$ cat config.mk
export PLATFORM = sky130hd
export DESIGN_NAME = blur_kernel_flat
export DESIGN_NICKNAME = d
export VERILOG_FILES = /design/src/video_pkg.sv /design/src/filter_pkg.sv /design/src/window_if.sv /design/src/blur_kernel.sv /design/src/flat_wrapper.sv
export SDC_FILE = /design/constraint.sdc
export NUM_CORES = 1
export LEC_CHECK = 0
export BUFFER_PORTS_ARGS = -buffer_cell sky130_fd_sc_hd__buf_2
export CORE_ASPECT_RATIO = 1.75
export CORE_MARGIN = 4
export CORE_UTILIZATION = 35
export DETAILED_ROUTE_END_ITERATION = 7
export PLACE_DENSITY = 0.66
export SYNTH_ARGS = -nofsm -noshare
export SYNTH_HDL_FRONTEND = slang
export SYNTH_SLANG_ARGS = --single-unit
$ cat constraint.sdc
create_clock -name vclk -period 22.3
set_input_delay 4.46 -clock vclk [all_inputs]
set_output_delay 4.46 -clock vclk [all_outputs]
set_load 0.02 [all_outputs]
$ cat src/video_pkg.sv
`default_nettype none

package video_pkg;

    // Frame format is fixed at 320x240
    localparam int image_width  = 320;
    localparam int image_height = 240;

    // Position counters
    localparam int col_w = 9;
    localparam int row_w = 8;

    // Pixel word and channel count
    localparam int pixel_w  = 12;
    localparam int num_chan = 3;

    // RGB444 with red in the top nibble
    typedef struct packed {
        logic [3:0] red;
        logic [3:0] green;
        logic [3:0] blue;
    } rgb_t;

    // Bus word on the ports, channel fields inside the kernels
    typedef union packed {
        logic [pixel_w-1:0] raw;
        rgb_t               rgb;
    } pixel_u;

    // Channel c of a pixel, 0 is red and 2 is blue
    function automatic logic [3:0] channel(input pixel_u p, input int c);
        logic [3:0] v;
        case (c)
            0:       v = p.rgb.red;
            1:       v = p.rgb.green;
            default: v = p.rgb.blue;
        endcase
        return v;
    endfunction

endpackage

`default_nettype wire
$ cat src/filter_pkg.sv
`default_nettype none

package filter_pkg;

    // Blur window shape, edge kernels use its leftmost columns
    localparam int win_rows  = 5;
    localparam int win_cols  = 7;
    localparam int edge_cols = 5;

    // Four full lines plus the partial line that closes the window
    localparam int buf_depth = 4 * video_pkg::image_width + win_cols;

    // Shift value of an empty tap
    localparam logic [3:0] blank_shift = 4'd15;

    // Blur weights as left shifts, row 0 first, weights add up to 64
    localparam logic [3:0] blur_shift [win_rows*win_cols] = '{
        15, 0, 0, 0, 1, 1, 1,
        15, 0, 0, 1, 1, 1, 1,
         0, 0, 1, 1, 1, 1, 1,
         0, 1, 1, 1, 1, 1, 2,
         1, 1, 1, 1, 1, 2, 2
    };

    // Top half adds and bottom half subtracts, middle row is empty
    localparam logic [3:0] ttob_shift [win_rows*edge_cols] = '{
         0,  0,  1,  1,  2,
         0,  0,  1,  1,  1,
        15, 15, 15, 15, 15,
         1,  1,  1,  1,  1,
         1,  1,  1,  1,  2
    };

    // Left half adds and right half subtracts, middle column is empty
    localparam logic [3:0] ltor_shift [win_rows*edge_cols] = '{
        0, 0, 15, 1, 1,
        0, 0, 15, 1, 1,
        1, 1, 15, 1, 1,
        1, 1, 15, 1, 1,
        2, 1, 15, 1, 2
    };

    // Greyscale weights 32, 64 and 16
    localparam int grey_r_shift = 5;
    localparam int grey_g_shift = 6;
    localparam int grey_b_shift = 4;

    // Head search and span tracking
    localparam int centre_col   = 162;
    localparam int search_half  = 30;
    localparam int first_row    = 6;
    localparam int span_margin  = 5;
    localparam int min_col      = 7;
    localparam int bright_level = 10;

    // Tracker states
    localparam logic [1:0] trk_search = 2'd0;
    localparam logic [1:0] trk_track  = 2'd1;
    localparam logic [1:0] trk_done   = 2'd2;

endpackage

`default_nettype wire

$ cat src/window_if.sv
`timescale 1ns/100ps
`default_nettype none

interface window_if;

    // Tap (i,j) lies 4 lines plus 7 pixels back, moved on by i lines and j pixels
    video_pkg::pixel_u           taps [filter_pkg::win_rows][filter_pkg::win_cols];

    // Position and value of the pixel being accepted
    logic [video_pkg::col_w-1:0] col;
    logic [video_pkg::row_w-1:0] row;
    logic                        accept;
    video_pkg::pixel_u           cur;

    modport source (output taps, output col, output row, output accept, output cur);
    modport kernel (input taps, input cur);
    modport track  (input col, input row, input accept, input cur);

endinterface

`default_nettype wire

$ cat src/blur_kernel.sv
`timescale 1ns/100ps
`default_nettype none

module blur_kernel (
    window_if.kernel          win,
    output video_pkg::pixel_u blur_pix
);

    logic [9:0] sum  [video_pkg::num_chan];
    logic [3:0] norm [video_pkg::num_chan];
    logic [4:0] pair [video_pkg::num_chan];
    logic [3:0] held [video_pkg::num_chan];
    logic       bright;

    always_comb begin
        int k;
        for (int c = 0; c < video_pkg::num_chan; c++) begin
            sum[c] = '0;
            for (int i = 0; i < filter_pkg::win_rows; i++) begin
                for (int j = 0; j < filter_pkg::win_cols; j++) begin
                    k = i * filter_pkg::win_cols + j;
                    if (filter_pkg::blur_shift[k] != filter_pkg::blank_shift) begin
                        sum[c] = sum[c] + (10'(video_pkg::channel(win.taps[i][j], c))
                                 << filter_pkg::blur_shift[k]);
                    end
                end
            end
            // Weights add up to 64 so the top four bits are the mean
            norm[c] = sum[c][9:6];
        end

        // Bright areas are pulled back towards the current pixel
        bright = (norm[0] > filter_pkg::bright_level)
              && (norm[1] > filter_pkg::bright_level)
              && (norm[2] > filter_pkg::bright_level);

        for (int c = 0; c < video_pkg::num_chan; c++) begin
            pair[c] = {1'b0, norm[c]} + {1'b0, video_pkg::channel(win.cur, c)};
            held[c] = bright ? pair[c][4:1] : norm[c];
        end

        blur_pix.rgb.red   = held[0];
        blur_pix.rgb.green = held[1];
        blur_pix.rgb.blue  = held[2];
    end

endmodule

`default_nettype wire

$ cat src/flat_wrapper.sv
// flat-port wrapper written by rule: the top's interface ports become plain ports
module blur_kernel_flat 
  (blur_pix, win_taps, win_cur);
  window_if win_i ();
  output video_pkg::pixel_u blur_pix;
  input wire logic [$bits(win_i.taps)-1:0] win_taps;
  input wire logic [$bits(win_i.cur)-1:0] win_cur;
  assign win_i.taps = {>>{win_taps}};
  assign win_i.cur = win_cur;
  blur_kernel u_core (.win(win_i), .blur_pix(blur_pix));
endmodule
==> qor.yml, run 1 <==
yosys_warnings: 0
regArea_sq_um: 0
cp_max_fo: 10
gp_congestion: 0.8865
antenna_left: 0
rows: 91
cp.required_ns: 17.84
grt_pass1_vias: 11132
startpoint_type: "primary input"
syn_inst: 1222
finalCritPeriodShare_pct: 77.86
mostFrequentLayoutCell: "inv_1"
synth_area_sq_um: 12610
overflow: 0
nFillCells: 3398
worst_slew_pin_slew_ns: 0.6663
outcome: "finished, final reports clean"
cts_resized: 0
vias: 9052
core_sq_um: 35410
clock.fmax_ghz: 0.05759
setup_viol: 0
die-area_sq_um: 39260
routed_wl_mm: 32.15
grt_max_degree: 11
cp_common_cell: "fa_1"
crit_path_end_kind: "output port"
synth.net_count: 2167
grt_first_pass_wirelength_mm: 52.45
drt-initial-drc-count: 127
die_w_um: 151.5
yosysUniqueCellTypes: 52
antenna_found_initial: 5
area_growth_pct: 21.25
fp.dieH_um: 259.1
max_stage_delay_ns: 0.81
cp_slowest_cell: "or4b_1"
cap_violations: 0
clkbuf_count: 0
worstSetupPathType: "in2out"
slew-limit-headroom_pct: 54.95
final_cell_mix: "inv_1, buf_2, fa_1, ha_1, xor2_1"
tns_ns: 0
pin_count: 444
grt_use_total_pct: 16.96
hold_class: "in2out"
final_nets: 2588
drv_slew: 0
drive_gt1_share_pct: 27.18
dr.pass1.iters: 4
rsz0062_at_grt: "no"
hold_buffers: 0
hpwl_mm: 32.10
port_buffers: 420
syn_area_per_cell_sq_um: 10.32
synth_seq_area_share_pct: 0
fin_crit_ns: 17.36
drc_errors: 0
cp_data_arrival_time_ns: 12.90
start_util_pct: 35.62
multiInputGateArea_sq_um: 10600
via_per_inst: 4.292
hold_viol_final: 0
cts_setup_buffers: 0
nFlopsAndLatches: 0
wl_per_cell_um: 15.25
==> critical path: cells and delay by family <==
kind / cells / cell delay, ns
AOI/OAI and AO/OA: 4 / 0.69
muxes: 1 / 0.41
xor gates and xnor gates: 1 / 0.29
buffers and inverters: 8 / 0.57
adders and majority gates: 12 / 5.18
and+or+nand+nor: 2 / 1.28
==> cells in the mapped netlist, types with 2 or more instances <==
cell,count,area [sq um]
inv_1,534,2004
fa_1,378,7567
ha_1,135,1689
xor2_1,21,183.9
xnor2_1,18,157.7
a21o_1,15,112.6
nor2_1,15,56.30
a21oi_1,12,60.06
nand2_1,10,37.54
mux2_4,8,120.1
or2_2,8,50.05
o21ai_0,5,25.02
a31oi_1,4,25.02
and2_1,4,25.02
nand2b_1,4,25.02
mux2i_1,3,30.03
nand3_1,3,15.01
nor2b_1,3,18.77
a221o_1,2,20.02
and3_1,2,12.51
and4b_1,2,20.02
nor3_1,2,10.01
o21a_1,2,15.01
o22ai_1,2,12.51
o311ai_1,2,17.52
or3_1,2,12.51
==> final cells by class <==
class | count | share of cell area, %
Tap cell | 465 | 3.804
Inverter | 534 | 13.11
Multi-Input combinational cell | 687 | 69.30
Antenna cell | 3 | 0.04908
Timing Repair Buffer | 420 | 13.74
==> metal layers <==
layer / share of wire, % / track usage, % / up-vias
met1: 30 / 16.49 / 4486
met2: 61 / 36.32 / 290
met4: 2.1 / 2.799 / 4
li1: - / - / 4234
met5: 0.084 / 0 / -
met3: 6.2 / 2.498 / 38
==> final timing paths <==
kind                           to  cells past startpoint     startpoint
worst min-delay path  blur_pix[7]                      4     win_cur[7]
worst max-delay path  blur_pix[5]                     28  win_taps[373]
==> per-stage QoR <==
stage | util [%] | std cells | hold slack (ns) | worst slack, ns | area, sq um
6_report | 43.19 | 2109 | 9.453 | 4.937 | 15290
5_1_grt | 43.17 | 2106 | 9.485 | 4.565 | 15290
4_1_cts | 43.17 | 2106 | 9.469 | 4.856 | 15290
3_5_place_dp | 43.17 | 2106 | 9.465 | 4.850 | 15290
3_3_place_gp | 43.17 | 2106 | 9.461 | 4.954 | 15290
2_1_floorplan | - | 1222 | 9.234 | 5.644 | 12610
==> kinds of logic after synthesis <==
logic type      share of synthesized area [%]
simple gates                            2.946
xor+xnor                                3.025
fa+ha+maj                               73.38
buf+inv                                 15.98
compound gates                          3.392
mux                                     1.280
Power of run 1 is left out: the tool's default activity adds up to more than one toggle a clock period on the data nets, which glitch-free logic cannot reach.
==> run 2: changes to the inputs <==
Settings changed: PLACE_DENSITY 0.66 to 0.69.
Clock period 22.3 ns to 14.3 ns, I/O delays scaled along.
==> qor.yml, run 2 (synthesis gave the netlist of run 1 again) <==
cap_violations: 0
final_nets: 2590
pin_count: 444
grt_first_pass_wirelength_mm: 52.23
worst_slew_pin_slew_ns: 0.6200
mostFrequentLayoutCell: "inv_1"
cp_slowest_cell: "fa_1"
rsz0062_at_grt: "no"
dr.pass1.iters: 4
crit_path_end_kind: "output port"
outcome: "finished, final reports clean"
gp_congestion: 0.8848
cts_setup_buffers: 0
drive_gt1_share_pct: 27.45
finalCritPeriodShare_pct: 97.24
drt-initial-drc-count: 120
clkbuf_count: 0
hpwl_mm: 32.45
grt_max_degree: 9
hold_viol_final: 0
cp_data_arrival_time_ns: 11.05
die_w_um: 151.5
via_per_inst: 4.281
grt_use_total_pct: 17.05
overflow: 0
nFlopsAndLatches: 0
worstSetupPathType: "in2out"
drc_errors: 0
area_growth_pct: 21.58
drv_slew: 0
slew-limit-headroom_pct: 58.08
port_buffers: 420
antenna_left: 0
cp-startpoint: "win_taps[373]"
clock.fmax_ghz: 0.07191
rows: 91
die-area_sq_um: 39260
grt_pass1_vias: 11018
cp_common_cell: "fa_1"
start_util_pct: 35.62
antenna_found_initial: 10
fin_crit_ns: 13.91
nFillCells: 3414
min-delay-start: "win_cur[7]"
multiInputGateArea_sq_um: 10620
vias: 9049
cp_max_fo: 4
hold_class: "in2out"
cp.required_ns: 11.44
fp.dieH_um: 259.1
routed_wl_mm: 32.61
regArea_sq_um: 0
tns_ns: 0
max_stage_delay_ns: 0.53
final_cell_mix: "inv_1, buf_2, fa_1, ha_1, xor2_1"
startpoint_type: "primary input"
setup_viol: 0
core_sq_um: 35410
wl_per_cell_um: 15.42
-- run 2: critical path, delay by kind of cell --
family	cells	cell delay (ns)
buffers and inverters	8	0.51
AND/OR/NAND/NOR	1	0.22
adder cells (fa/ha/maj)	13	5.48
AO/OA/AOI/OAI	7	1.60
XOR/XNOR	2	0.38
-- run 2: worst paths after layout --
kind | endpoint | slack (ns) | cells past startpoint
setup / recovery | blur_pix[3] | 0.39 | 31
hold / removal | blur_pix[7] | 6.27 | 4
-- run 2: metrics by stage --
stage	utilization [%]	instance area, sq um	cells	worst slack, ns	hold WS (ns)
after global routing	43.30	15330	2112	0.03552	6.314
after detailed placement	43.21	15300	2108	0.1821	6.274
after floorplan	-	12610	1222	0.8442	6.034
after CTS	43.21	15300	2108	0.1802	6.277
after global placement	43.21	15300	2108	0.2741	6.269
final	43.31	15340	2114	0.3944	6.274
-- run 2: final cells by class --
class | instances | share of cell area [%]
antenna | 6 | 0.09790
inverter | 534 | 13.07
multi-input combinational | 687 | 69.22
timing repair buffer | 422 | 13.82
tap | 465 | 3.793
-- run 2: layer usage --
metal	up-vias	GRT usage, %	share of wire, %
met4	8	3.573	2.6
met2	291	36.20	60
met1	4468	16.26	30
met3	48	2.900	6.6
li1	4234	-	-
met5	-	0	0.17
-- run 2: repair_timing --
action,in CTS,in global routing
endpoints found under the setup margin,0,2
resized for setup,0,4
hold endpoints to repair,0,0
hold buffers,0,0
Power of run 2 is left out for the same reason.
