--- src/video_pkg.sv ---
`default_nettype none

package video_pkg;

    // Frame format is fixed at 320x240
    localparam int image_width  = 320;
    localparam int image_height = 240;

    // Position counters
    localparam int col_w = 9;
    localparam int row_w = 8;

    // Pixel word and channel count
    localparam int pixel_w  = 12;
    localparam int num_chan = 3;

    // RGB444 with red in the top nibble
    typedef struct packed {
        logic [3:0] red;
        logic [3:0] green;
        logic [3:0] blue;
    } rgb_t;

    // Bus word on the ports, channel fields inside the kernels
    typedef union packed {
        logic [pixel_w-1:0] raw;
        rgb_t               rgb;
    } pixel_u;

    // Channel c of a pixel, 0 is red and 2 is blue
    function automatic logic [3:0] channel(input pixel_u p, input int c);
        logic [3:0] v;
        case (c)
            0:       v = p.rgb.red;
            1:       v = p.rgb.green;
            default: v = p.rgb.blue;
        endcase
        return v;
    endfunction

endpackage

`default_nettype wire
--- src/filter_pkg.sv ---
`default_nettype none

package filter_pkg;

    // Blur window shape, edge kernels use its leftmost columns
    localparam int win_rows  = 5;
    localparam int win_cols  = 7;
    localparam int edge_cols = 5;

    // Four full lines plus the partial line that closes the window
    localparam int buf_depth = 4 * video_pkg::image_width + win_cols;

    // Shift value of an empty tap
    localparam logic [3:0] blank_shift = 4'd15;

    // Blur weights as left shifts, row 0 first, weights add up to 64
    localparam logic [3:0] blur_shift [win_rows*win_cols] = '{
        15, 0, 0, 0, 1, 1, 1,
        15, 0, 0, 1, 1, 1, 1,
         0, 0, 1, 1, 1, 1, 1,
         0, 1, 1, 1, 1, 1, 2,
         1, 1, 1, 1, 1, 2, 2
    };

    // Top half adds and bottom half subtracts, middle row is empty
    localparam logic [3:0] ttob_shift [win_rows*edge_cols] = '{
         0,  0,  1,  1,  2,
         0,  0,  1,  1,  1,
        15, 15, 15, 15, 15,
         1,  1,  1,  1,  1,
         1,  1,  1,  1,  2
    };

    // Left half adds and right half subtracts, middle column is empty
    localparam logic [3:0] ltor_shift [win_rows*edge_cols] = '{
        0, 0, 15, 1, 1,
        0, 0, 15, 1, 1,
        1, 1, 15, 1, 1,
        1, 1, 15, 1, 1,
        2, 1, 15, 1, 2
    };

    // Greyscale weights 32, 64 and 16
    localparam int grey_r_shift = 5;
    localparam int grey_g_shift = 6;
    localparam int grey_b_shift = 4;

    // Head search and span tracking
    localparam int centre_col   = 162;
    localparam int search_half  = 30;
    localparam int first_row    = 6;
    localparam int span_margin  = 5;
    localparam int min_col      = 7;
    localparam int bright_level = 10;

    // Tracker states
    localparam logic [1:0] trk_search = 2'd0;
    localparam logic [1:0] trk_track  = 2'd1;
    localparam logic [1:0] trk_done   = 2'd2;

endpackage

`default_nettype wire

--- src/window_if.sv ---
`timescale 1ns/100ps
`default_nettype none

interface window_if;

    // Tap (i,j) lies 4 lines plus 7 pixels back, moved on by i lines and j pixels
    video_pkg::pixel_u           taps [filter_pkg::win_rows][filter_pkg::win_cols];

    // Position and value of the pixel being accepted
    logic [video_pkg::col_w-1:0] col;
    logic [video_pkg::row_w-1:0] row;
    logic                        accept;
    video_pkg::pixel_u           cur;

    modport source (output taps, output col, output row, output accept, output cur);
    modport kernel (input taps, input cur);
    modport track  (input col, input row, input accept, input cur);

endinterface

`default_nettype wire

--- src/edge_detector.sv ---
`timescale 1ns/100ps
`default_nettype none

module edge_detector (
    window_if.kernel win,
    output logic     edge_flag
);

    logic signed [9:0]  ttob_sum [video_pkg::num_chan];
    logic signed [9:0]  ltor_sum [video_pkg::num_chan];
    logic signed [9:0]  term;
    logic signed [16:0] ttob_grey;
    logic signed [16:0] ltor_grey;

    // Weighted greyscale of three signed channel sums
    function automatic logic signed [16:0] grey(input logic signed [9:0] r,
                                                input logic signed [9:0] g,
                                                input logic signed [9:0] b);
        logic signed [16:0] r_x;
        logic signed [16:0] g_x;
        logic signed [16:0] b_x;
        r_x = r;
        g_x = g;
        b_x = b;
        return (r_x <<< filter_pkg::grey_r_shift)
             + (g_x <<< filter_pkg::grey_g_shift)
             + (b_x <<< filter_pkg::grey_b_shift);
    endfunction

    always_comb begin
        int k;
        term = '0;
        for (int c = 0; c < video_pkg::num_chan; c++) begin
            ttob_sum[c] = '0;
            ltor_sum[c] = '0;
            for (int i = 0; i < filter_pkg::win_rows; i++) begin
                for (int j = 0; j < filter_pkg::edge_cols; j++) begin
                    k    = i * filter_pkg::edge_cols + j;
                    term = 10'(video_pkg::channel(win.taps[i][j], c));

                    // Upper rows count up, lower rows count down
                    if (filter_pkg::ttob_shift[k] != filter_pkg::blank_shift) begin
                        if (i < filter_pkg::win_rows / 2) begin
                            ttob_sum[c] = ttob_sum[c] + (term <<< filter_pkg::ttob_shift[k]);
                        end else begin
                            ttob_sum[c] = ttob_sum[c] - (term <<< filter_pkg::ttob_shift[k]);
                        end
                    end

                    // Left columns count up, right columns count down
                    if (filter_pkg::ltor_shift[k] != filter_pkg::blank_shift) begin
                        if (j < filter_pkg::edge_cols / 2) begin
                            ltor_sum[c] = ltor_sum[c] + (term <<< filter_pkg::ltor_shift[k]);
                        end else begin
                            ltor_sum[c] = ltor_sum[c] - (term <<< filter_pkg::ltor_shift[k]);
                        end
                    end
                end
            end
        end
        ttob_grey = grey(ttob_sum[0], ttob_sum[1], ttob_sum[2]);
        ltor_grey = grey(ltor_sum[0], ltor_sum[1], ltor_sum[2]);
    end

    // Kernels lean negative so flat areas give no edge
    assign edge_flag = (ttob_grey > 0) || (ltor_grey > 0);

endmodule

`default_nettype wire

--- src/flat_wrapper.sv ---
// flat-port wrapper written by rule: the top's interface ports become plain ports
module edge_detector_flat 
  (edge_flag, win_taps, win_cur);
  window_if win_i ();
  output logic edge_flag;
  input wire logic [$bits(win_i.taps)-1:0] win_taps;
  input wire logic [$bits(win_i.cur)-1:0] win_cur;
  assign win_i.taps = {>>{win_taps}};
  assign win_i.cur = win_cur;
  edge_detector u_core (.win(win_i), .edge_flag(edge_flag));
endmodule
--- config.mk ---
export PLATFORM = sky130hd
export DESIGN_NAME = edge_detector_flat
export DESIGN_NICKNAME = d
export VERILOG_FILES = /design/src/video_pkg.sv /design/src/filter_pkg.sv /design/src/window_if.sv /design/src/edge_detector.sv /design/src/flat_wrapper.sv
export SDC_FILE = /design/constraint.sdc
export NUM_CORES = 1
export LEC_CHECK = 0
export ABC_AREA = 1
export BUFFER_PORTS_ARGS = -buffer_cell sky130_fd_sc_hd__buf_2
export CAP_MARGIN = 20
export CORE_MARGIN = 2
export CORE_UTILIZATION = 50
export DETAILED_ROUTE_END_ITERATION = 8
export PLACE_DENSITY = 0.82
export SYNTH_ARGS = -nofsm -noshare
export SYNTH_HDL_FRONTEND = slang
export SYNTH_SLANG_ARGS = --single-unit
--- constraint.sdc ---
create_clock -name vclk -period 8.35
set_input_delay 0.4175 -clock vclk [all_inputs]
set_output_delay 0.4175 -clock vclk [all_outputs]
set_load 0.01 [all_outputs]
==> summary.md, run 1 <==
The relative max-transition margin is 67.9%, and the worst path buffer plus inverter count is 8. During placement, the flow inserted port buffers numbering 289. Worst-path cell with the longest stage delay: fa_1. For the total global routing overflow, the log shows 0. The max-capacitance violation count is 0, and the first-iteration detailed-routing DRC count is 382. The critical path starts at win_taps[396]. The post-route netlist has 19.7% of its cells at a drive strength greater than 1. In the final design database the tool counted 2,890 nets. The number of primary I/O pins was 433.

The area of the mapped netlist is 0.0147 mm². In this run the remaining antenna-violating nets after routing total 0. After technology mapping, the gate count stands at 1,525. The total number of cells along the worst setup path is 40.

For this configuration, the core starts out at a cell density of 51.0%. The final critical delay including setup and external delays came out at 8.88 ns. Setup repair after global routing could not meet its margin everywhere. The core region is 0.0289 mm². For this run, the top clock speed supported by timing is 113 MHz. When the netlist entered floorplanning its net count stood at 2,565. The final number of hold-violating endpoints is 0, and the vertical extent of the die is 176 µm. The via count of the first global-routing pass is 12,300, and the final design area excluding fillers is 0.0172 mm². The sequential cell count of the final layout is 0, and the transition time at the pin with the least slew margin is 0.478 ns. Yosys synthesis warning count: 0.

In the global route stage, overall resource usage came out at 24.1%. Following the worst setup path forward leads to its endpoint at edge_flag. In this run, distinct cell masters in the synthesized netlist total 22. The DRC violation count after routing is 0. The library cells used most frequently in the layout, excluding fill and tap cells, are inv_1, fa_1, buf_2, ha_1, nand2_1. The flow ran to the end, but the final reports show violations.

The tools report the routability congestion estimate from global placement as 0.945. The tools report the kind of end point of the critical path as a primary output. The run gives 9 as the largest net degree at the start of global routing. The final worst setup slack is -0.532 ns. The number of detailed-routing iterations run before antenna repair is 5.

The tools report the final number of setup-violating endpoints as 1. The logs give 0% for the sequential share of the synthesized area and 62 for the number of rows created at floorplan. The final route contains 10,600 vias. Dividing the detail-routed wire length by the instance count gives 15.8 µm. Global-route wire length before repair: 58,400 µm.

The tools report the number of slew-limit violations in the final report as 0. Dividing the synthesized area by the synthesized cell count gives 9.65 µm². The layout has 0 clock buffers. Counting stages on the worst path, the most repeated cell is fa_1. The filler cells instantiated in the layout total 2,417.

The tools report the estimated wirelength of the detail-placed design as 33,900 µm. At the worst endpoint, the required time is 7.93 ns. The library cell used most frequently in the layout, excluding fill and tap cells, is inv_1. The die is 176 µm wide. Of all nets on the critical path, the largest fanout is 4.

STA puts the critical path data arrival time at 8.46 ns. The run gives 3 as the initial antenna violation count. The category of the critical setup timing path is in2out.

The cell class contributing the biggest share of worst-path delay is adder cells. Compared with the post-synthesis result, the final layout area differs by 16.6%. The type of the most critical hold path is in2out.

The placed instances occupy a cell area of 0.0169 mm². The peak per-stage delay on the critical path was 0.52 ns. The final clock period utilization by the worst path came out at 106%. The final reports fail on setup timing. The final layout contains routed wiring with a total length of 35,200 µm.

In the final layout, flip-flops and latches occupy 0 µm². The vias per cell came out at 4.75. The tools report the launching element type of the critical path as an input pin.

The die covers 0.0308 mm².
kinds of logic after synthesis:
group	synth area share [%]
xor+xnor	2.80
fa+ha+maj	73.5
compound gates	2.55
buf+inv	15.7
simple gates	5.48
per-stage QoR:
step | std cells | worst slack (ns) | hold slack (ns) | util [%] | setup TNS (ns)
6_report | 2234 | -0.532 | 2.15 | 59.5 | -0.532
5_1_grt | 2233 | -0.816 | 2.24 | 59.5 | -0.816
4_1_cts | 2232 | -0.340 | 2.14 | 59.2 | -0.340
3_5_place_dp | 2231 | -0.667 | 2.14 | 58.7 | -0.667
3_3_place_gp | 2231 | -0.424 | 2.11 | 58.7 | -0.424
2_1_floorplan | 1525 | 0.0292 | 1.73 | - | 0
worst min-delay path by stage:
stage          cells past startpoint          start  slack (ns)        end
2_1_floorplan                     11  win_taps[324]        1.73  edge_flag
3_3_place_gp                      15  win_taps[324]        2.11  edge_flag
3_5_place_dp                      15  win_taps[324]        2.14  edge_flag
4_1_cts                           15  win_taps[324]        2.14  edge_flag
5_1_grt                           13  win_taps[324]        2.24  edge_flag
6_report                          15  win_taps[324]        2.15  edge_flag
final cells by class:
cell class	count	area, µm²	share of cell area (%)
Antenna cell	2	5.00	0.0292
Inverter	614	2300	13.4
Timing Repair Buffer	323	1700	9.92
Tap cell	384	480	2.80
Multi-Input combinational cell	911	12700	73.8
cell usage after synthesis, drive strengths merged:
master / number / share of area (%)
xnor2: 17 / 1.0
nor2: 27 / 0.71
nor3: 2 / 0.068
ha: 180 / 15
nand3: 43 / 1.5
inv: 614 / 16
a21o: 8 / 0.41
o21ai: 2 / 0.068
fa: 428 / 58
nand2: 106 / 2.7
or2: 2 / 0.10
o31ai: 1 / 0.051
a21oi: 47 / 1.6
nand4: 4 / 0.17
xor2: 30 / 1.8
a31oi: 4 / 0.17
and2: 2 / 0.085
o21bai: 5 / 0.26
nand3b: 3 / 0.15
what timing repair did:
item / in CTS / in global routing
pin swaps: 18 / 20
setup buffers: 1 / 0
gates resized for setup: 22 / 13
hold buffers: 0 / 0
gates cloned: 0 / 0
endpoints found under the setup margin: 1 / 1
worst min-delay path, stage by stage:
cell	delay, ns
buf_2	0.09
fa_1	0.24
ha_1	0.26
nand2_1	0.05
inv_1	0.04
nand2_1	0.05
nor2_1	0.05
nand3_1	0.07
nor2_1	0.04
nand3_1	0.07
nor2_1	0.04
nand2_1	0.05
nand2_1	0.05
nand2_1	0.07
buf_2	0.13
metal layers:
| layer | wire (µm) | global-route usage, % |
|---|---|---|
| met5 | 25 | 0 |
| met2 | 18500 | 44.2 |
| met1 | 14300 | 30.8 |
| met4 | 896 | 5.75 |
| met3 | 1460 | 2.38 |
Power of run 1 is left out: the tool's default activity adds up to more than one toggle a clock period on the data nets, which glitch-free logic cannot reach.
==> run 2: changes to the inputs <==
--- a/config.mk
+++ b/config.mk
@@ -6,12 +6,12 @@
 export NUM_CORES = 1
 export LEC_CHECK = 0
 export ABC_AREA = 1
-export BUFFER_PORTS_ARGS = -buffer_cell sky130_fd_sc_hd__buf_2
 export CAP_MARGIN = 20
-export CORE_MARGIN = 2
-export CORE_UTILIZATION = 50
+export CORE_AREA = 2 2 167 169
 export DETAILED_ROUTE_END_ITERATION = 8
-export PLACE_DENSITY = 0.82
+export DIE_AREA = 0 0 169 171
+export DONT_BUFFER_PORTS = 1
+export PLACE_DENSITY = 0.71
 export SYNTH_ARGS = -nofsm -noshare
 export SYNTH_HDL_FRONTEND = slang
 export SYNTH_SLANG_ARGS = --single-unit
==> constraint.sdc (replaced) <==
create_clock -name vclk -period 10.6
set_input_delay 0.53 -clock vclk [all_inputs]
set_output_delay 0.53 -clock vclk [all_outputs]
set_load 0.01 [all_outputs]
==> run 2 against run 1 <==
  * The run now ends clean
  * Worst hold slack improved by 0.063 ns
  * Die area decreased by 6.3%
  * Cell count decreased by 16%
  * Critical path depth shrank 8
  * Via count decreased by 14%
==> summary.md, run 2 (synthesis gave the netlist of run 1 again) <==
The run finished with clean final reports. The tools report the launching element type of the critical path as an input pin (unchanged). The largest fanout of any net on the critical path works out to 4 (unchanged). The logs give 0 ns (was -0.532 ns) for the final setup TNS and 53.9% (was 51.0%) for the initial cell density of the core. The run gives 0 (unchanged) as the antenna violation net count after detailed routing. Vias per cell: 4.87 (was 4.75).

End of the worst hold path: edge_flag (unchanged). Wire length the detailed router placed on met1: 11,900 µm (was 14,300 µm). The most common cell after layout, fill and taps aside is inv_1 (unchanged). The run gives 22.9% (was 24.1%) as the total routing usage reported by global routing. The number of setup buffers added after CTS was 0 (was 1). The tools report the final antenna diode count as 0 (was 2). The final number of hold-violating endpoints was 0 (unchanged); the estimated wirelength of the detail-placed design was 30,500 µm (was 33,900 µm). The total global routing overflow came out at 0 (unchanged). The number of inserted filler cells in the final layout came out at 2,406 (was 2,417). The average wire length per cell after detail routing was 16.4 µm (was 15.8 µm); the floorplan die area was 0.0289 mm² (was 0.0308 mm²). The number of primary I/O pins is 433 (unchanged), and the DRC violation count after routing is 0 (unchanged). Setup repair after global routing left no endpoint under its margin.

The number of detailed-routing iterations run before antenna repair is 4 (was 5), and the number of slew-limit violations in the final report is 0 (unchanged). The data arrival time of the worst path was 8.93 ns (was 8.46 ns); the number of stages on the worst hold path was 13 (was 15). The number of port buffers came out at 0 (was 289).

The vertical extent of the die was 171 µm (was 176 µm). The placement-stage cell area was 0.0152 mm² (was 0.0169 mm²); the final clock period utilization by the worst path was 89.2%. The final design area excluding fillers was 0.0152 mm² (was 0.0172 mm²). Commonest cells after routing, fill and taps aside: inv_1, fa_1, ha_1, nand2_1, a21oi_1 (was inv_1, fa_1, buf_2, ha_1, nand2_1). The logs give 0 (unchanged) for the sequential cell count of the final layout and 60.0% (was 67.9%) for the relative max-transition margin.

The final-layout clock buffer total is 0 (unchanged). Kind of end point of the critical path: a primary output (unchanged). The core box area came out at 0.0273 mm² (was 0.0289 mm²).

The via count of the first global-routing pass was 10,900 (was 12,300). For the initial antenna violation count, the log shows 0 (was 3). The fraction of layout cells with a size suffix above 1 is 0.328% (was 19.7%), and the fmax is 106 MHz. The largest net degree at the start of global routing is 9 (unchanged). The highest signal layer in the routed design is met4 (was met5). The tools report the first-iteration detailed-routing DRC count as 247 (was 382). Critical hold path startpoint: win_taps[324] (unchanged). The worst-path cell with the longest stage delay is fa_1 (unchanged).

Category of the critical setup timing path: in2out (unchanged). The relative area change from synthesis to final layout works out to 2.94% (was 16.6%). The final worst setup slack came out at 1.14 ns (was -0.532 ns). Data required time at the worst endpoint: 10.07 ns (was 7.93 ns).

The wire length on met3 is 2120 µm (was 1460 µm). The peak per-stage delay on the critical path was 0.54 ns (was 0.52 ns). The number of rows created at floorplan is 61 (was 62). The post-cts sizing count was 0 (was 22); the final number of setup-violating endpoints was 0 (was 1). The critical path launch point was win_taps[396] (unchanged). The post-placement setup slack is 1.16 ns (was -0.667 ns). The cell repeated most along the worst path was fa_1 (unchanged).

The footprint of the multi-input gates came out at 0.0124 mm² (was 0.0127 mm²). Transition time at the pin with the least slew margin: 0.599 ns (was 0.478 ns). The number of buffers added to fix hold violations after cts was 0 (unchanged). The tools report the sum of met2 wire segment lengths after detailed routing as 16,000 µm (was 18,500 µm). The run gives 0.942 (was 0.945) as the routability congestion estimate from global placement. The global-route wire length before repair was 51,900 µm (was 58,400 µm); the sequential cell area in the final layout was 0 µm² (unchanged). The worst hold margin was 2.21 ns (was 2.15 ns); the die width was 169 µm (was 176 µm).

The tools report the routed wire length as 30,600 µm (was 35,200 µm). The max-capacitance violation count came out at 0 (unchanged). The type of the most critical hold path was in2out (unchanged). Number of nets at the end of the flow: 2,567 (was 2,890). The final critical delay including setup and external delays is 9.46 ns.

The total via count after detailed routing is 9,105 (was 10,600).
-- run 2: area by class of cell --
| class | count | area share, % |
|---|---|---|
| well taps | 346 | 2.86 |
| inverters | 614 | 15.2 |
| multi-input cells | 911 | 81.9 |
-- run 2: how the worst max path moves through the flow --
stage | slack (ns) | cells past startpoint | end
after floorplan | 1.89 | 36 | edge_flag
after global placement | 1.28 | 32 | edge_flag
after detailed placement | 1.16 | 32 | edge_flag
after CTS | 1.15 | 32 | edge_flag
after global routing | 0.66 | 36 | edge_flag
final | 1.14 | 32 | edge_flag
-- run 2: routing by layer --
metal | global-route usage, % | vias to the layer above
met3 | 4.83 | 42
met5 | 0 | -
met2 | 42.0 | 238
met1 | 28.3 | 4550
li1 | - | 4275
met4 | 3.98 | 0
-- run 2: per-stage QoR --
step                      cells  util (%)
after global routing       1871      55.5
after floorplan            1525         -
after CTS                  1871      55.5
final                      1871      55.5
after detailed placement   1871      55.5
after global placement     1871      55.5
-- run 2: critical path, delay by kind of cell --
| family | cells | cell delay [ns] |
|---|---|---|
| AND/OR/NAND/NOR | 4 | 0.43 |
| XOR/XNOR | 3 | 0.63 |
| adder cells (fa/ha/maj) | 14 | 5.94 |
| AO/OA/AOI/OAI | 4 | 0.95 |
| buffers and inverters | 7 | 0.45 |
Power of run 2 is left out for the same reason.
