--- src/video_pkg.sv ---
`default_nettype none

package video_pkg;

    // Frame format is fixed at 320x240
    localparam int image_width  = 320;
    localparam int image_height = 240;

    // Position counters
    localparam int col_w = 9;
    localparam int row_w = 8;

    // Pixel word and channel count
    localparam int pixel_w  = 12;
    localparam int num_chan = 3;

    // RGB444 with red in the top nibble
    typedef struct packed {
        logic [3:0] red;
        logic [3:0] green;
        logic [3:0] blue;
    } rgb_t;

    // Bus word on the ports, channel fields inside the kernels
    typedef union packed {
        logic [pixel_w-1:0] raw;
        rgb_t               rgb;
    } pixel_u;

    // Channel c of a pixel, 0 is red and 2 is blue
    function automatic logic [3:0] channel(input pixel_u p, input int c);
        logic [3:0] v;
        case (c)
            0:       v = p.rgb.red;
            1:       v = p.rgb.green;
            default: v = p.rgb.blue;
        endcase
        return v;
    endfunction

endpackage

`default_nettype wire
--- src/filter_pkg.sv ---
`default_nettype none

package filter_pkg;

    // Blur window shape, edge kernels use its leftmost columns
    localparam int win_rows  = 5;
    localparam int win_cols  = 7;
    localparam int edge_cols = 5;

    // Four full lines plus the partial line that closes the window
    localparam int buf_depth = 4 * video_pkg::image_width + win_cols;

    // Shift value of an empty tap
    localparam logic [3:0] blank_shift = 4'd15;

    // Blur weights as left shifts, row 0 first, weights add up to 64
    localparam logic [3:0] blur_shift [win_rows*win_cols] = '{
        15, 0, 0, 0, 1, 1, 1,
        15, 0, 0, 1, 1, 1, 1,
         0, 0, 1, 1, 1, 1, 1,
         0, 1, 1, 1, 1, 1, 2,
         1, 1, 1, 1, 1, 2, 2
    };

    // Top half adds and bottom half subtracts, middle row is empty
    localparam logic [3:0] ttob_shift [win_rows*edge_cols] = '{
         0,  0,  1,  1,  2,
         0,  0,  1,  1,  1,
        15, 15, 15, 15, 15,
         1,  1,  1,  1,  1,
         1,  1,  1,  1,  2
    };

    // Left half adds and right half subtracts, middle column is empty
    localparam logic [3:0] ltor_shift [win_rows*edge_cols] = '{
        0, 0, 15, 1, 1,
        0, 0, 15, 1, 1,
        1, 1, 15, 1, 1,
        1, 1, 15, 1, 1,
        2, 1, 15, 1, 2
    };

    // Greyscale weights 32, 64 and 16
    localparam int grey_r_shift = 5;
    localparam int grey_g_shift = 6;
    localparam int grey_b_shift = 4;

    // Head search and span tracking
    localparam int centre_col   = 162;
    localparam int search_half  = 30;
    localparam int first_row    = 6;
    localparam int span_margin  = 5;
    localparam int min_col      = 7;
    localparam int bright_level = 10;

    // Tracker states
    localparam logic [1:0] trk_search = 2'd0;
    localparam logic [1:0] trk_track  = 2'd1;
    localparam logic [1:0] trk_done   = 2'd2;

endpackage

`default_nettype wire

--- src/window_if.sv ---
`timescale 1ns/100ps
`default_nettype none

interface window_if;

    // Tap (i,j) lies 4 lines plus 7 pixels back, moved on by i lines and j pixels
    video_pkg::pixel_u           taps [filter_pkg::win_rows][filter_pkg::win_cols];

    // Position and value of the pixel being accepted
    logic [video_pkg::col_w-1:0] col;
    logic [video_pkg::row_w-1:0] row;
    logic                        accept;
    video_pkg::pixel_u           cur;

    modport source (output taps, output col, output row, output accept, output cur);
    modport kernel (input taps, input cur);
    modport track  (input col, input row, input accept, input cur);

endinterface

`default_nettype wire

--- src/blur_region_select.sv ---
`timescale 1ns/100ps
`default_nettype none

module blur_region_select (
    input  logic              clk,
    input  logic              rst_n,
    window_if.track           win,
    input  logic              edge_flag,
    input  video_pkg::pixel_u blur_pix,
    output video_pkg::pixel_u data_out,
    output logic              out_valid
);

    logic [1:0]                  state_q;
    logic [1:0]                  state_now;
    logic [video_pkg::col_w-1:0] span_lo_q;
    logic [video_pkg::col_w-1:0] span_hi_q;
    logic [video_pkg::col_w-1:0] rec_lo_q;
    logic [video_pkg::col_w-1:0] rec_hi_q;
    logic                        rec_any_q;
    logic [video_pkg::col_w-1:0] rec_lo_d;
    logic [video_pkg::col_w-1:0] rec_hi_d;
    logic                        rec_any_d;
    logic                        frame_start;
    logic                        line_end;
    logic                        in_band;
    logic                        in_span;
    logic                        head_hit;
    logic                        track_hit;
    logic                        blur_sel;

    assign frame_start = (win.col == '0) && (win.row == '0);
    assign line_end    = (win.col == video_pkg::image_width - 1);

    // Every frame starts over with a fresh head search
    assign state_now = frame_start ? filter_pkg::trk_search : state_q;

    assign in_band = (win.col >= filter_pkg::centre_col - filter_pkg::search_half)
                  && (win.col <= filter_pkg::centre_col + filter_pkg::search_half);

    // Previous row's span, widened on both sides
    assign in_span = (win.col + filter_pkg::span_margin >= span_lo_q)
                  && (win.col <= span_hi_q + filter_pkg::span_margin);

    assign head_hit  = (state_now == filter_pkg::trk_search) && edge_flag
                    && (win.row >= filter_pkg::first_row) && in_band;
    assign track_hit = (state_now == filter_pkg::trk_track)
                    && (win.col >= filter_pkg::min_col) && in_span;
    assign blur_sel  = head_hit || track_hit;

    // First and last edge columns seen on this row
    always_comb begin
        rec_lo_d  = rec_lo_q;
        rec_hi_d  = rec_hi_q;
        rec_any_d = rec_any_q;
        if (head_hit) begin
            rec_lo_d  = win.col;
            rec_hi_d  = win.col;
            rec_any_d = 1'b1;
        end else if (track_hit && edge_flag) begin
            if (!rec_any_q) begin
                rec_lo_d = win.col;
            end
            rec_hi_d  = win.col;
            rec_any_d = 1'b1;
        end
    end

    always_ff @(posedge clk or negedge rst_n) begin
        if (!rst_n) begin
            state_q   <= filter_pkg::trk_search;
            span_lo_q <= '0;
            span_hi_q <= '0;
            rec_lo_q  <= '0;
            rec_hi_q  <= '0;
            rec_any_q <= 1'b0;
            data_out  <= '0;
            out_valid <= 1'b0;
        end else begin
            out_valid <= win.accept;
            if (win.accept) begin
                data_out  <= blur_sel ? blur_pix : win.cur;
                state_q   <= state_now;
                rec_lo_q  <= rec_lo_d;
                rec_hi_q  <= rec_hi_d;
                rec_any_q <= rec_any_d;
                case (state_now)
                    filter_pkg::trk_search: begin
                        if (head_hit) begin
                            state_q   <= filter_pkg::trk_track;
                            span_lo_q <= win.col;
                            span_hi_q <= win.col;
                        end
                    end
                    filter_pkg::trk_track: begin
                        // Next row follows the edges found on this one
                        if (line_end) begin
                            rec_any_q <= 1'b0;
                            if (rec_any_d) begin
                                span_lo_q <= rec_lo_d;
                                span_hi_q <= rec_hi_d;
                            end else begin
                                state_q <= filter_pkg::trk_done;
                            end
                        end
                    end
                    default: begin
                        state_q <= filter_pkg::trk_done;
                    end
                endcase
            end
        end
    end

    // Tracking never carries a span back above the first head row
    blur_below_first_row: assert property (@(posedge clk) disable iff (!rst_n)
        (win.accept && blur_sel) |-> (win.row >= filter_pkg::first_row))
        else $error("blur selected above the first head row");

endmodule

`default_nettype wire

--- src/flat_wrapper.sv ---
// flat-port wrapper written by rule: the top's interface ports become plain ports
module blur_region_select_flat 
  (clk, rst_n, edge_flag, blur_pix, data_out, out_valid, win_col, win_row, win_accept, win_cur);
  window_if win_i ();
  input  logic clk;
  input  logic rst_n;
  input  logic edge_flag;
  input  video_pkg::pixel_u blur_pix;
  output video_pkg::pixel_u data_out;
  output logic out_valid;
  input wire logic [$bits(win_i.col)-1:0] win_col;
  input wire logic [$bits(win_i.row)-1:0] win_row;
  input wire logic [$bits(win_i.accept)-1:0] win_accept;
  input wire logic [$bits(win_i.cur)-1:0] win_cur;
  assign win_i.col = win_col;
  assign win_i.row = win_row;
  assign win_i.accept = win_accept;
  assign win_i.cur = win_cur;
  blur_region_select u_core (.clk(clk), .rst_n(rst_n), .win(win_i), .edge_flag(edge_flag), .blur_pix(blur_pix), .data_out(data_out), .out_valid(out_valid));
endmodule
--- config.mk ---
export PLATFORM = sky130hd
export DESIGN_NAME = blur_region_select_flat
export DESIGN_NICKNAME = d
export VERILOG_FILES = /design/src/video_pkg.sv /design/src/filter_pkg.sv /design/src/window_if.sv /design/src/blur_region_select.sv /design/src/flat_wrapper.sv
export SDC_FILE = /design/constraint.sdc
export NUM_CORES = 1
export LEC_CHECK = 0
export ABC_CLOCK_PERIOD_IN_PS = 3700
export BUFFER_PORTS_ARGS = -buffer_cell sky130_fd_sc_hd__buf_2
export CORE_UTILIZATION = 40
export DETAILED_ROUTE_END_ITERATION = 7
export SLEW_MARGIN = 30
export SYNTH_ARGS = -nofsm -noshare
export SYNTH_HDL_FRONTEND = slang
export SYNTH_SLANG_ARGS = --single-unit
--- constraint.sdc ---
create_clock -name clk -period 3.7 [get_ports clk]
set_input_delay 0.37 -clock clk [delete_from_list [all_inputs] [get_ports clk]]
set_output_delay 0.37 -clock clk [all_outputs]
set_load 0.05 [all_outputs]
==> metrics.yaml, run 1 <==
floorplan:
  die_width_um: 92.39
  die-area_mm2: 0.008536
  coreArea_mm2: 0.007807
  i_o_pins: 58
  chipHeight_um: 92.39
  std_cell_rows: 32
  start_util: 0.4186
cells_and_area:
  areaGrowthSynthToFinish_pct: 16.62
  layout.nets: 445
  final_cell_area_mm2: 0.003811
  insertedDiodeCount: 0
  fin_cells: 482
  layout-drive-gt1-share: 0.3263
  layout_filler_cell_count: 751
clock_tree:
  clock_tree.root_cell: "clkbuf_8"
  clk_path_buf_depth: 2
  numCtsBuffers: 5
  cts.repair.resized: 0
  cts_tree: "done"
  clock_transition_at_the_registers_of_the_reported_paths_ns: 0.10
  cts.hold.buffers_added: 0
  cts.htree.levels: 2
  cts_setup_buffers: 0
  cts_num_sinks: 52
  clock_latency_at_the_later_pin_of_the_worst_skew_pair_ns: 0.30
worst_setup_path:
  critical_path_arrival_ns: 3.68
  crit_path_top_delay_cell: "o31ai_1"
  path_cells: "buf_2, ha_1, o21ai_0, nor2_1, xor2_1, ha_1, and4_1, nand2_1, o31ai_1, and3_4, o311a_1, buf_4, mux2_2"
  setup.worst_path.class: "in2reg"
  worstPathMaxFanout: 9
  timing.critical_path.required_ns: 3.90
  timing.critical_path.from: "win_col[1]"
  r2r_start: "u_core.span_hi_q[1]"
  critical_path.most_common_cell: "ha_1"
  worstSetupEndpointType: "flip-flop"
  worstSetupStartpointType: "input port"
  biggest_cell_delay_along_the_critical_path_ns: 0.74
timing:
  skew_ns: 0.006783
  final_number_of_setup_violating_endpoints: 0
  grt_setup_unrepaired: "false"
  fmax_mhz: 287.2
  fin_crit_sh: 0.9410
  worst_slew_margin_rel: 0.4253
  timing.final.max_slew_violations: 0
  tightestPinTransition_ns: 0.8547
  post-route-worst-setup-slack_ns: 0.2184
  fin_tns_setup_ns: 0
  period_needed_ns: 3.482
  count_of_final_hold_check_violations: 0
logic_synthesis:
  avgSynthCellArea_um2: 10.44
  ys_async_sr_fraction: 1.000
  synth.net_count: 379
  post-synth-top-area-cell: "dfrtp_1"
  synth.yosys.warnings: 0
  edff_count_synth: 0
  top_post_synthesis_cells_by_area: "dfrtp_1, mux2_2, ha_1, mux2i_1, nor2_1"
  post-synth-top-area-fraction: 0.3982
  syn-cell-area_mm2: 0.003268
  synthesized_flop_and_latch_total: 52
  synth.distinct_cells: 55
  ys_seq_area_frac: 0.3982
  synth_flop_cell: "dfrtp_1"
  synth_cells: 313
global_route:
  wire_length_of_the_first_global_routing_pass_mm: 12.61
  number_of_antenna_violations_at_the_first_check_in_global_routing: 0
  overflow: 0
  grt_pass1_vias: 2570
  globalRouteTotalUtil: 0.1893
  maximum_number_of_pins_on_one_net_before_global_route_repair: 33
drt:
  first_pass_iters: 4
  post-route-drc-count: 0
  routed_via_density: 5.388
  drt_first_iter_violations: 89
  totalWireLength_mm: 7.537
  antenna_violating_nets_post_route: 0
  route.vias.total: 2597
  wl_per_cell_um: 15.64
status:
  run_status: "finished clean"
place:
  placed_cells_incl_taps: 474
  numPortBuffers: 57
  detailed_place.area_mm2: 0.003722
  gp_routability_congestion: 0.8191
  dp.final_hpwl_mm: 5.837
  minimum_setup_slack_after_placement_ns: -0.04318
power_and_ir_drop:
  p_leak_nw: 1.771
  maximum_vdd_drop_v: 0.0003634
  power_density_mw_per_mm2: 565.2
flow_run:
  max-cap-violations: 0
worst_hold_path:
  path_type_of_the_worst_min_delay_path: "in2async"
cells in the mapped netlist (3+ instances only):
cell and count:
a21o_1 5, o21ai_0 6, nor2_1 24, mux2_2 31, buf_2 5, nand2_1 22
ha_1 21, inv_1 18, dfrtp_1 52, xor2_1 5, buf_6 3, nand2b_1 4
a21oi_1 17, nor3_1 4, clkbuf_1 4, o221ai_1 8, nor4_1 3, nand3_1 4
nand4_1 7, mux2i_1 24, xnor2_1 8
flip-flops by register name, indices dropped and copies added, names as in the netlist:
signal            cells
u_core.rec_lo_q       9
u_core.rec_any_q      1
u_core.span_hi_q      9
u_core.span_lo_q      9
u_core.out_valid      1
u_core.state_q        2
u_core.rec_hi_q       9
u_core.data_out      12
where the power goes:
group / switching, W / internal, W
sequential: 0.000117 / 0.000734
combinational: 0.000523 / 0.000452
clock: 0.000193 / 0.000135
total: 0.000833 / 0.00132
path summary, 6_finish.rpt:
| kind | slack, ns | cells past startpoint | endpoint |
|---|---|---|---|
| worst max-delay path | 0.22 | 13 | u_core.span_hi_q[1] |
| worst min-delay path | 0.04 | 1 | u_core.rec_lo_q[2] |
| worst max register to register | 0.52 | 12 | u_core.span_hi_q[1] |
| min in group clk | 0.36 | 3 | u_core.data_out[10] |
| worst min register to register | 0.51 | 1 | u_core.rec_lo_q[8] |
| max in group asynchronous | 2.89 | 2 | u_core.rec_hi_q[4] |
worst max-delay path, delay by kind of cell:
kind                       cells  cell delay [ns]
adders and majority gates      2             0.50
buffers and inverters          2             0.34
AOI/OAI and AO/OA              3             1.22
muxes                          1             0.35
and+or+nand+nor                4             0.76
xor gates and xnor gates       1             0.15
area by class of cell:
class                      instances  area, um2  share of cell area
multi-input combinational        229       1821              0.4777
sequential                        52       1301              0.3414
timing repair buffer              73      405.4              0.1064
tap                              102      127.6             0.03349
clock buffer                       6      72.57             0.01904
inverter                          18      67.56             0.01773
clock inverter                     2      16.27            0.004268
kinds of logic after synthesis:
kind of cell / after synthesis / share of synthesized area
AO/OA/AOI/OAI: 59 / 0.1313
XOR/XNOR: 13 / 0.03484
adder cells (fa/ha/maj): 21 / 0.08040
buffers and inverters: 32 / 0.04670
flip-flops: 52 / 0.3982
multiplexers: 56 / 0.1849
AND/OR/NAND/NOR: 80 / 0.1237
through the flow:
| stage | power [W] | hold WS, ns | util |
|---|---|---|---|
| global placement | 0.001820 | 0.3902 | 0.4768 |
| finish | 0.002154 | 0.03927 | 0.4881 |
| detailed placement | 0.001840 | 0.3925 | 0.4768 |
| floorplan | 0.001578 | 0.07441 | - |
| CTS | 0.002174 | 0.05645 | 0.4881 |
| global route | 0.002308 | 0.08199 | 0.4881 |
metal layers:
metal / vias up / GRT usage / part of all wire
li1: 1268 / - / -
met1: 1264 / 0.2445 / 0.47
met2: 55 / 0.3272 / 0.48
met3: 10 / 0.03120 / 0.034
met4: 0 / 0.04948 / 0.013
met5: - / 0 / 0
layout by cell type (no fill, tap or decap), types with 3 or more instances in the layout:
master and instances:
a21o_1 5, a21oi_1 17, buf_2 57, buf_4 16, clkbuf_8 5, dfrtp_1 52, ha_1 21, inv_1 18
mux2_2 31, mux2i_1 24, nand2_1 22, nand2b_1 4, nand3_1 4, nand4_1 7, nor2_1 24, nor3_1 4
nor4_1 3, o21ai_0 6, o221ai_1 8, xnor2_1 8, xor2_1 5
Note: power is estimated with default switching activity, not from simulation.
==> inputs of run 2 (changes only) <==
ABC_CLOCK_PERIOD_IN_PS = 3900   (was 3700)
clock period = 3.9 ns   (was 3.7 ns; I/O delays follow)
==> run 2 against run 1 <==
Clock skew rose by 0.0090 ns. Final area fell by 0.49%. Sequential power fell by 4.7%. Via count fell by 1.5%. Count of clock-buffer cells in the layout fell by 1. Critical endpoint is now u_core.span_hi_q[3]. Die area did not move. Sequential share of layout area rose by 0.17 points. First-iteration DRC count fell by 6.7%. Clock power fell by 4%.
==> metrics.yaml, run 2 (same netlist as run 1, synthesis figures left out) <==
drt:
  first_pass_iters: 4  # unchanged
  drt_first_iter_violations: 83  # was 89
  route.vias.total: 2558  # was 2,597
  routed_via_density: 5.340  # was 5.388
  wl_per_cell_um: 15.41  # was 15.64 um
  post-route-drc-count: 0  # unchanged
  antenna_violating_nets_post_route: 0  # unchanged
  totalWireLength_mm: 7.382  # was 7.537 mm
floorplan:
  std_cell_rows: 32  # unchanged
  i_o_pins: 58  # unchanged
  start_util: 0.4186  # unchanged
  die_width_um: 92.39  # unchanged
  coreArea_mm2: 0.007807  # unchanged
  die-area_mm2: 0.008536  # unchanged
  chipHeight_um: 92.39  # unchanged
worst_setup_path:
  setup.worst_path.class: "reg2reg"  # was in2reg
  worstSetupEndpointType: "flip-flop"  # unchanged
  worstSetupStartpointType: "flip-flop"  # was input port
  worstPathMaxFanout: 9  # unchanged
  critical_path_arrival_ns: 3.74  # was 3.68 ns
  timing.critical_path.required_ns: 4.10  # was 3.90 ns
  rr_worst_depth: 11  # was 12
timing:
  fin_crit_sh: 0.9060
  skew_ns: 0.01574  # was 0.006783 ns
  timing.final.max_slew_violations: 0  # unchanged
  tightestPinTransition_ns: 0.7519  # was 0.8547 ns
  fmax_mhz: 283.0
  final_number_of_setup_violating_endpoints: 0  # unchanged
  count_of_final_hold_check_violations: 0  # unchanged
  period_needed_ns: 3.533
  worst_slew_margin_rel: 0.4933  # was 0.4253
  grt_setup_unrepaired: "false"  # unchanged
  fin_tns_setup_ns: 0  # unchanged
cells_and_area:
  final_common_cell: "buf_2"  # unchanged
  insertedDiodeCount: 0  # unchanged
  layout.cells.most_common_list: "buf_2, dfrtp_1, mux2_2"  # unchanged
  largest_reg_flops: 12  # unchanged
  largest_register: "u_core.data_out"  # unchanged
  areaGrowthSynthToFinish_pct: 16.04  # was 16.62%
  layout-drive-gt1-share: 0.3210  # was 0.3263
  final_cell_area_mm2: 0.003792  # was 0.003811 mm2
  layout.nets: 442  # was 445
place:
  dp.final_hpwl_mm: 5.593  # was 5.837 mm
  detailed_place.area_mm2: 0.003692  # was 0.003722 mm2
  gp_routability_congestion: 0.8075  # was 0.8191
  numPortBuffers: 57  # unchanged
worst_hold_path:
  path_type_of_the_worst_min_delay_path: "in2reg"  # was in2async
  worstHoldPathCells: 3
clock_tree:
  cts.hold.buffers_added: 1  # was 0
  cts.repair.resized: 0  # unchanged
  clock_tree.root_cell: "clkbuf_8"  # unchanged
  cts_tree: "done"  # unchanged
  clock_latency_at_the_later_pin_of_the_worst_skew_pair_ns: 0.31  # was 0.30 ns
  numCtsBuffers: 5  # unchanged
  clk_path_buf_depth: 2  # unchanged
  clock_transition_at_the_registers_of_the_reported_paths_ns: 0.10  # about the same
  cts_num_sinks: 52  # unchanged
  cts.htree.levels: 2  # unchanged
  cts_setup_buffers: 0  # unchanged
global_route:
  globalRouteTotalUtil: 0.1837  # was 0.1893
  maximum_number_of_pins_on_one_net_before_global_route_repair: 39  # was 33
  grt_pass1_vias: 2509  # was 2,570
  number_of_antenna_violations_at_the_first_check_in_global_routing: 0  # unchanged
  overflow: 0  # unchanged
  wire_length_of_the_first_global_routing_pass_mm: 12.14  # was 12.61 mm
status:
  run_status: "finished clean"  # unchanged
power_and_ir_drop:
  p_leak_nw: 1.759  # was 1.771 nW
  maximum_vdd_drop_v: 0.0003076  # was 0.0003634 V
  power_density_mw_per_mm2: 537.5  # was 565.2 mW/mm2
flow_run:
  max-cap-violations: 0  # unchanged
==> run 2: cell count changes in the layout (fill, tap and decap cells not counted), sizes merged <==
| cell | delta |
|---|---|
| buf | -4 |
| clkbuf | -1 |
| dlygate4sd3 | +1 |
| inv | +1 |
==> run 2: final cells by class <==
type / instances / area (um2)
Clock buffer: 5 / 68.82
Clock inverter: 3 / 21.27
Fill cell: 752 / 4015
Inverter: 18 / 67.56
Multi-Input combinational cell: 229 / 1821
Sequential cell: 52 / 1301
Tap cell: 102 / 127.6
Timing Repair Buffer: 70 / 385.4
==> run 2: routing by layer <==
layer	share of wire	GRT usage
met5	0	0
met4	0.012	0.05208
met3	0.037	0.03695
met2	0.48	0.3049
met1	0.47	0.2420
==> run 2: path summary, 6_finish.rpt <==
check | slack [ns] | start | end
min in group asynchronous | 0.50 | rst_n | u_core.rec_any_q
worst min-delay path | 0.38 | win_cur[8] | u_core.data_out[8]
worst max register to register | 0.37 | u_core.span_hi_q[1] | u_core.span_hi_q[3]
max in group asynchronous | 2.59 | rst_n | u_core.span_lo_q[1]
worst max-delay path | 0.37 | u_core.span_hi_q[1] | u_core.span_hi_q[3]
worst min register to register | 0.50 | u_core.rec_lo_q[8] | u_core.rec_lo_q[8]
==> run 2: worst max-delay path: stages (launching register included) <==
cell	delay, ns
dfrtp_1	0.43
ha_1	0.23
o2111ai_1	0.31
xor2_1	0.20
ha_1	0.27
nand4_1	0.12
a21oi_1	0.08
o41ai_2	0.69
and3_4	0.36
o311a_1	0.17
buf_4	0.19
mux2_2	0.35
==> run 2: report_power, final <==
group          internal, W  switching, W  leakage (nW)
Sequential        0.000697      0.000114         0.630
Combinational     0.000419      0.000494          1.08
Clock             0.000128      0.000187        0.0445
==> run 2: stage by stage <==
step	setup WS, ns	cells	util	hold WS [ns]	total power [W]
final	0.3665	479	0.4857	0.3767	0.002038
after CTS	0.3647	479	0.4857	0.3676	0.002055
after global placement	0.2482	470	0.4729	0.3190	0.001711
after detailed placement	0.1773	470	0.4729	0.3262	0.001732
after global routing	0.1306	479	0.4857	0.3681	0.002188
after floorplan	0.4312	313	-	0.09441	0.001497
